**src/include/mul_params.svh**
```systemverilog
`ifndef MUL_PARAMS_SVH
`define MUL_PARAMS_SVH

// ~~~~~~~~~~~~~~~~~~~~~~~~~~~~~~
// multiply unit sizing
// ~~~~~~~~~~~~~~~~~~~~~~~~~~~~~~

`define MUL_WIDTH       64  // operand width in bits.
`define MUL_FIFO_DEPTH  4   // power of two request fifo entries.
`define MUL_TAG_W       4   // request tag width.

`endif

```
**src/design/mul_pkg.sv**
```systemverilog
`include "mul_params.svh"

package mul_pkg;

  // ~~~~~~~~~~~~~~~~~~~~~~~~~~~~~~
  // request and result types
  // ~~~~~~~~~~~~~~~~~~~~~~~~~~~~~~

  typedef struct packed {
    logic [`MUL_WIDTH-1:0] operand_a;
    logic [`MUL_WIDTH-1:0] operand_b;
    logic                  is_signed;  // both operands two's complement.
    logic [`MUL_TAG_W-1:0] tag;
  } mul_req_t;

  typedef struct packed {
    logic [`MUL_WIDTH-1:0] mag_a;
    logic [`MUL_WIDTH-1:0] mag_b;
    logic                  negate;     // sign of the product.
    logic [`MUL_TAG_W-1:0] tag;
  } mul_prep_t;

  typedef struct packed {
    logic [2*`MUL_WIDTH-1:0] product;
    logic [`MUL_TAG_W-1:0]   tag;
  } mul_res_t;

endpackage : mul_pkg

```
**src/design/mul_operand_prep.sv**
```systemverilog
`include "mul_params.svh"

module mul_operand_prep (
  input  logic                clk_i,
  input  logic                rst_ni,
  input  logic                in_valid_i,
  output logic                in_ready_o,
  input  mul_pkg::mul_req_t   in_i,
  output logic                out_valid_o,
  input  logic                out_ready_i,
  output mul_pkg::mul_prep_t  out_o
);
  import mul_pkg::*;

  localparam int unsigned W = `MUL_WIDTH;

  logic      sign_a;
  logic      sign_b;
  logic      valid_q;
  mul_prep_t prep_d;
  mul_prep_t prep_q;

  assign sign_a = in_i.is_signed & in_i.operand_a[W-1];
  assign sign_b = in_i.is_signed & in_i.operand_b[W-1];

  // ~~~~~~~~~~~~~~~~~~~~~~~~~~~~~~
  // magnitude conversion
  // ~~~~~~~~~~~~~~~~~~~~~~~~~~~~~~

  always_comb begin
    prep_d.mag_a  = sign_a ? (~in_i.operand_a + 1'b1) : in_i.operand_a;
    prep_d.mag_b  = sign_b ? (~in_i.operand_b + 1'b1) : in_i.operand_b;
    prep_d.negate = sign_a ^ sign_b;  // clear in unsigned mode.
    prep_d.tag    = in_i.tag;
  end

  // empty stage, or the held item leaves this cycle.
  assign in_ready_o = !valid_q || out_ready_i;

  always_ff @(posedge clk_i or negedge rst_ni) begin
    if (!rst_ni) begin
      valid_q <= 1'b0;
    end else if (in_valid_i && in_ready_o) begin
      valid_q <= 1'b1;
    end else if (out_ready_i) begin
      valid_q <= 1'b0;
    end
  end

  always_ff @(posedge clk_i) begin
    if (in_valid_i && in_ready_o) begin
      prep_q <= prep_d;
    end
  end

  assign out_valid_o = valid_q;
  assign out_o       = prep_q;

endmodule : mul_operand_prep

```
**src/design/mul_req_fifo.sv**
```systemverilog
`include "mul_params.svh"

module mul_req_fifo (
  input  logic                clk_i,
  input  logic                rst_ni,
  input  logic                wr_valid_i,
  output logic                wr_ready_o,
  input  mul_pkg::mul_prep_t  wr_i,
  output logic                rd_valid_o,
  input  logic                rd_ready_i,
  output mul_pkg::mul_prep_t  rd_o
);
  import mul_pkg::*;

  localparam int unsigned DEPTH = `MUL_FIFO_DEPTH;
  localparam int unsigned PTR_W = (DEPTH > 1) ? $clog2(DEPTH) : 1;
  localparam int unsigned CNT_W = $clog2(DEPTH + 1);

  mul_prep_t        mem_q [DEPTH];
  logic [PTR_W-1:0] wr_ptr_q;
  logic [PTR_W-1:0] rd_ptr_q;
  logic [CNT_W-1:0] count_q;
  logic             wr_fire;
  logic             rd_fire;

  assign wr_ready_o = (count_q != CNT_W'(DEPTH));  // low only when full.
  assign rd_valid_o = (count_q != '0);
  assign rd_o       = mem_q[rd_ptr_q];

  assign wr_fire = wr_valid_i && wr_ready_o;
  assign rd_fire = rd_valid_o && rd_ready_i;

  // ~~~~~~~~~~~~~~~~~~~~~~~~~~~~~~
  // pointers and fill count
  // ~~~~~~~~~~~~~~~~~~~~~~~~~~~~~~

  always_ff @(posedge clk_i or negedge rst_ni) begin
    if (!rst_ni) begin
      wr_ptr_q <= '0;
      rd_ptr_q <= '0;
      count_q  <= '0;
    end else begin
      if (wr_fire) begin
        wr_ptr_q <= wr_ptr_q + 1'b1;  // wraps at depth.
      end
      if (rd_fire) begin
        rd_ptr_q <= rd_ptr_q + 1'b1;
      end
      if (wr_fire && !rd_fire) begin
        count_q <= count_q + 1'b1;
      end else if (rd_fire && !wr_fire) begin
        count_q <= count_q - 1'b1;
      end
    end
  end

  always_ff @(posedge clk_i) begin
    if (wr_fire) begin
      mem_q[wr_ptr_q] <= wr_i;
    end
  end

  a_count_max: assert property (@(posedge clk_i) disable iff (!rst_ni)
    count_q <= CNT_W'(DEPTH));

  // an empty fifo can only stay empty or gain one entry.
  a_count_no_underflow: assert property (@(posedge clk_i) disable iff (!rst_ni)
    (count_q == '0) |=> (count_q <= CNT_W'(1)));

endmodule : mul_req_fifo

```
**src/design/mul_shift_add.sv**
```systemverilog
`include "mul_params.svh"

module mul_shift_add (
  input  logic                clk_i,
  input  logic                rst_ni,
  input  logic                in_valid_i,
  output logic                in_ready_o,
  input  mul_pkg::mul_prep_t  in_i,
  output logic                res_valid_o,
  input  logic                res_ready_i,
  output mul_pkg::mul_res_t   res_o
);
  import mul_pkg::*;

  localparam int unsigned W     = `MUL_WIDTH;
  localparam int unsigned IDX_W = $clog2(W);

  typedef enum logic [1:0] {
    IDLE,
    MUL,
    SIGN,
    DONE
  } state_e;

  state_e           state_q;
  state_e           state_d;
  mul_prep_t        item_q;
  logic [IDX_W-1:0] idx_q;
  logic [2*W-1:0]   acc_q;
  logic [2*W-1:0]   addend;
  logic             last_bit;
  logic             accept;

  assign in_ready_o  = (state_q == IDLE);
  assign accept      = in_valid_i && in_ready_o;
  assign last_bit    = (idx_q == IDX_W'(W - 1));
  assign addend      = {{W{1'b0}}, item_q.mag_a} << idx_q;
  assign res_valid_o = (state_q == DONE);

  // ~~~~~~~~~~~~~~~~~~~~~~~~~~~~~~
  // control fsm
  // ~~~~~~~~~~~~~~~~~~~~~~~~~~~~~~

  always_comb begin
    state_d = state_q;
    unique case (state_q)
      IDLE: begin
        if (accept) begin
          state_d = MUL;
        end
      end
      MUL: begin
        if (last_bit) begin
          state_d = SIGN;
        end
      end
      SIGN: begin
        state_d = DONE;
      end
      DONE: begin
        if (res_ready_i) begin
          state_d = IDLE;  // free again next cycle.
        end
      end
      default: begin
        state_d = IDLE;
      end
    endcase
  end

  always_ff @(posedge clk_i or negedge rst_ni) begin
    if (!rst_ni) begin
      state_q <= IDLE;
      idx_q   <= '0;
    end else begin
      state_q <= state_d;
      if (accept) begin
        idx_q <= '0;
      end else if (state_q == MUL) begin
        idx_q <= idx_q + 1'b1;
      end
    end
  end

  // ~~~~~~~~~~~~~~~~~~~~~~~~~~~~~~
  // datapath
  // ~~~~~~~~~~~~~~~~~~~~~~~~~~~~~~

  always_ff @(posedge clk_i) begin
    if (accept) begin
      item_q <= in_i;
      acc_q  <= '0;
    end else if (state_q == MUL) begin
      if (item_q.mag_b[idx_q]) begin
        acc_q <= acc_q + addend;  // one multiplier bit per clock.
      end
    end else if (state_q == SIGN) begin
      if (item_q.negate) begin
        acc_q <= ~acc_q + 1'b1;
      end
    end
  end

  assign res_o.product = acc_q;
  assign res_o.tag     = item_q.tag;

  a_res_stable: assert property (@(posedge clk_i) disable iff (!rst_ni)
    (res_valid_o && !res_ready_i) |=> (res_valid_o && $stable(res_o)));

endmodule : mul_shift_add

```
**src/design/mul_unit.sv**
```systemverilog
module mul_unit (
  input  logic               clk_i,
  input  logic               rst_ni,
  input  logic               req_valid_i,
  output logic               req_ready_o,
  input  mul_pkg::mul_req_t  req_i,
  output logic               res_valid_o,
  input  logic               res_ready_i,
  output mul_pkg::mul_res_t  res_o
);
  import mul_pkg::*;

  logic      prep_valid;
  logic      prep_ready;
  mul_prep_t prep;
  logic      fifo_valid;
  logic      fifo_ready;
  mul_prep_t fifo_data;

  mul_operand_prep i_prep (
    .clk_i       (clk_i),
    .rst_ni      (rst_ni),
    .in_valid_i  (req_valid_i),
    .in_ready_o  (req_ready_o),
    .in_i        (req_i),
    .out_valid_o (prep_valid),
    .out_ready_i (prep_ready),
    .out_o       (prep)
  );

  mul_req_fifo i_fifo (
    .clk_i      (clk_i),
    .rst_ni     (rst_ni),
    .wr_valid_i (prep_valid),
    .wr_ready_o (prep_ready),
    .wr_i       (prep),
    .rd_valid_o (fifo_valid),
    .rd_ready_i (fifo_ready),
    .rd_o       (fifo_data)
  );

  mul_shift_add i_core (
    .clk_i       (clk_i),
    .rst_ni      (rst_ni),
    .in_valid_i  (fifo_valid),
    .in_ready_o  (fifo_ready),
    .in_i        (fifo_data),
    .res_valid_o (res_valid_o),
    .res_ready_i (res_ready_i),
    .res_o       (res_o)
  );

endmodule : mul_unit

```
**config.mk**
```make
export PLATFORM = sky130hd
export DESIGN_NAME = mul_unit
export DESIGN_NICKNAME = d
export VERILOG_FILES = /design/src/design/mul_pkg.sv /design/src/design/mul_operand_prep.sv /design/src/design/mul_req_fifo.sv /design/src/design/mul_shift_add.sv /design/src/design/mul_unit.sv
export VERILOG_INCLUDE_DIRS = /design/src /design/src/include
export SDC_FILE = /design/constraint.sdc
export NUM_CORES = 2
export LEC_CHECK = 0
export BUFFER_PORTS_ARGS = -buffer_cell sky130_fd_sc_hd__clkbuf_2
export CAP_MARGIN = 20
export CORE_MARGIN = 1.5
export CORE_UTILIZATION = 25
export CTS_CLUSTER_SIZE = 14
export DETAILED_ROUTE_END_ITERATION = 10
export SLEW_MARGIN = 20
export SYNTH_ARGS = -nofsm -noshare
export SYNTH_HDL_FRONTEND = slang
export SYNTH_SLANG_ARGS = --single-unit
```
**constraint.sdc**
```tcl
create_clock -name clk_i -period 6.7 [get_ports clk_i]
set_clock_uncertainty 0.05 [all_clocks]
set_input_delay 0.67 -clock clk_i [delete_from_list [all_inputs] [get_ports clk_i]]
set_output_delay 0.67 -clock clk_i [all_outputs]
set_load 0.01 [all_outputs]
```
==> flow_metrics.env <==
export IMPL_outcome="complete, no violations"
export IMPL_synth_seq_area_share_pct=52.0
export IMPL_slew_headroom_pct=29.3
export IMPL_cpMaxStageDelayCell="mux4_2"
export IMPL_area_growth_pct=15.9
export IMPL_powerDensity_nw_per_um2=243
export IMPL_worst_path_max_fanout=28
export IMPL_holdCritPathClass="in2reg"
export IMPL_max_clock_path_buffers=3
export IMPL_clock_sinks=942
export IMPL_slowest_delay_ns=0.61
export IMPL_viasPerCell=5.21
export IMPL_place_inst=7330
export IMPL_die_area_sq_um=210000
export IMPL_grt_pass1_vias=37500
export IMPL_cp_cell_sequence="buf_12, mux4_2, mux2i_2, mux2_2, mux2i_1, nand2b_1, o21ai_0, ha_2, nand2_1, nor3_1, nand2_1, or3_1, o21ai_0, a311o_1, a31oi_1, buf_4, o32a_1, a21oi_1, buf_4, a21oi_1, o21ai_0, xnor2_1, o22ai_1"
export IMPL_crit_path_start_kind="flip-flop"
export IMPL_ys_flop_type="edfxtp_1"
export IMPL_avgSynthCellArea_sq_um=11.5
export IMPL_initialDrtViolationCount=4010
export IMPL_fin_area_sq_um=60000
export IMPL_grt_max_degree=150
export IMPL_first_pass_iters=7
export IMPL_period_needed_ns=6.57
export IMPL_total_power_uw=14600
export IMPL_cts_tree="done"
export IMPL_dieHeight_microns=458
export IMPL_synth_warnings=0
export IMPL_drc=0
export IMPL_finalSetupViolCount=0
export IMPL_drive_above_1_share_pct=18.2
export IMPL_syn_num_nets=4798
export IMPL_yosys_area_top_type="edfxtp_1"
export IMPL_nets=5034
export IMPL_pin_count=271
export IMPL_synth_cells=4518
export IMPL_portBuffers=270
export IMPL_criticalPathCategory="reg2reg"
export IMPL_synth_area_leaders="edfxtp_1 (46%), mux4_2 (8.8%), dfxtp_1 (4.9%), a21oi_1 (4.3%), ha_1 (3.4%)"
export IMPL_slew_violations=0
export IMPL_syn_area_sq_um=51800
export IMPL_ys_ff_latch=942
export IMPL_cts_buffers=99
export IMPL_fp_row_count=166
export IMPL_fp_dieW_microns=458
export IMPL_fin_cells=7525
export IMPL_cp_arrival_ns=7.05
export IMPL_place_area_sq_um=56600
export IMPL_grt_usage_pct=17.0
export IMPL_antenna_found_initial=33
export IMPL_clk_pin_slew_worst_paths_ns=0.07
export IMPL_whs_ns=0.0666
export IMPL_core_sq_um=205000
export IMPL_synthDistinctLibCells=83
export IMPL_wl_per_cell_microns=24.5
export IMPL_cts_root_buf="clkbuf_16"
export IMPL_wl_microns=184000
export IMPL_required_ns=7.18
export IMPL_min_period_over_period_pct=98.0
export IMPL_grt_first_pass_wirelength_microns=265000
export IMPL_synth_edf_count=798
export IMPL_crit_path_end_kind="flip-flop"
export IMPL_antenna_left=0
export IMPL_clkLatencyLatePin_ns=0.73
export IMPL_gp_congestion=1.01
export IMPL_yosysTopAreaCellShare_pct=46.3
export IMPL_drv_cap=0
export IMPL_irDropWorstVdd_mv=0.215
export IMPL_initial_core_util_pct=25.2
export IMPL_vias=39200
export IMPL_fillers=20900
export IMPL_worst_pin_slew_ns=1.05
export IMPL_finalHoldViolCount=0
export IMPL_fmax_mhz=152
export IMPL_cp_common_cell="o21ai_0"
export IMPL_htreeDepth=3
export IMPL_grt_overflow_total=0
export IMPL_ys_async_sr_fraction_pct=1.70
export IMPL_p_leak_uw=0.0211
export IMPL_dp_hpwl_microns=137000
-- cell type report --
cell class	count	area (sq um)	area share (%)
well taps	2688	3360	5.60
repair buffers	387	2390	3.98
flip-flops and latches	942	27000	44.9
inverters	76	293	0.488
diodes	3	7.51	0.0125
clock buffers	114	2540	4.24
multi-input cells	3248	23700	39.4
clock inverters	67	800	1.33
-- synthesized netlist by cell type (27+ instances only) --
master and n:
o22ai_1 48, or3_1 71, edfxtp_1 798, o31ai_1 38, mux4_2 202, inv_1 74, nand3_1 51, mux2i_1 101
nor3_1 114, buf_1 34, and2_1 37, xnor2_1 152, xor2_1 99, nand2_1 328, a31oi_1 43, nand2b_1 27
clkbuf_1 211, nand4_1 66, mux2_2 83, dfxtp_1 128, a22oi_1 34, o21ai_0 307, nor4_1 62, o21bai_1 35
ha_1 141, nor2_1 432, a21oi_1 442, a21o_1 61
-- placed cells by master (no fill, tap or decap), types with 102 or more instances in the layout --
| cell | n |
|---|---|
| ha_1 | 139 |
| clkbuf_2 | 270 |
| nor3_1 | 114 |
| nand2_1 | 327 |
| nor2_1 | 430 |
| xnor2_1 | 152 |
| a21oi_1 | 442 |
| dfxtp_1 | 128 |
| buf_4 | 102 |
| edfxtp_1 | 798 |
| mux4_2 | 202 |
| o21ai_0 | 306 |
-- stage by stage --
stage	setup TNS, ns	util, %	worst slack [ns]
6_report	0	29.3	0.131
5_1_grt	-0.0130	29.2	-0.00678
4_1_cts	0	29.2	0.0209
3_5_place_dp	-0.0983	27.6	-0.0774
3_3_place_gp	-0.505	27.6	-0.151
2_1_floorplan	0	-	0.0437
-- report_power, final --
part           switching (uW)  leakage [uW]  internal [uW]
combinational             793        0.0109            403
clock                    2410       0.00159           3210
sequential                249       0.00861           7500
-- logic make-up after synthesis --
group / Yosys count / share of synthesized area (%)
simple gates: 1308 / 12.1
compound gates: 1160 / 13.2
fa+ha+maj: 143 / 3.48
xor+xnor: 251 / 4.24
mux: 386 / 12.5
buf+inv: 328 / 2.42
flops: 942 / 52.0
-- sequential cells by signal (all words and copies together) (netlist names) --
register,flops
i_core.state_q,2
i_prep.out_valid_o,1
i_core.acc_q,128
i_fifo.wr_ptr_q,2
i_fifo.mem_q,532
i_prep.out_o,133
i_fifo.rd_ptr_q,2
i_fifo.count_q,3
i_core.res_o,4
i_core.idx_q,6
i_core.item_q,129
-- worst max-delay path, delay by kind of cell (launching register included) --
| family | cells | cell delay [ns] |
|---|---|---|
| xor+xnor | 1 | 0.20 |
| buf+inv | 3 | 0.63 |
| compound gates | 9 | 1.95 |
| flops | 1 | 0.50 |
| simple gates | 5 | 1.22 |
| mux | 4 | 1.31 |
| fa+ha+maj | 1 | 0.49 |
-- routing by layer --
| layer | routed length, microns | track usage (%) | vias up |
|---|---|---|---|
| met1 | 81600 | 23.5 | 19500 |
| met2 | 82700 | 26.5 | 1516 |
| met3 | 12800 | 3.13 | 323 |
| li1 | - | - | 17800 |
| met4 | 6790 | 5.75 | 40 |
| met5 | 255 | 0 | - |
-- timing repair --
item,in CTS,in global routing
setup endpoints to repair,3,9
endpoints found under the hold margin,16,0
hold buffers,1,0
gates resized for setup,1,3
setup buffers,1,9
-- path summary, 6_finish.rpt --
check | startpoint | to | slack, ns | cells past startpoint
worst max register to register | i_core.idx_q[0] | i_core.acc_q[125] | 0.13 | 23
max in group asynchronous | rst_ni | i_core.idx_q[2] | 5.76 | 2
worst max-delay path | i_core.idx_q[0] | i_core.acc_q[125] | 0.13 | 23
worst min-delay path | req_i[1] | i_prep.out_o[1] | 0.07 | 1
worst min register to register | i_prep.out_o[56] | i_fifo.mem_q[0][56] | 0.42 | 0
min in group asynchronous | rst_ni | i_core.idx_q[4] | 0.47 | 2
Power figures use the tool's default switching activity.
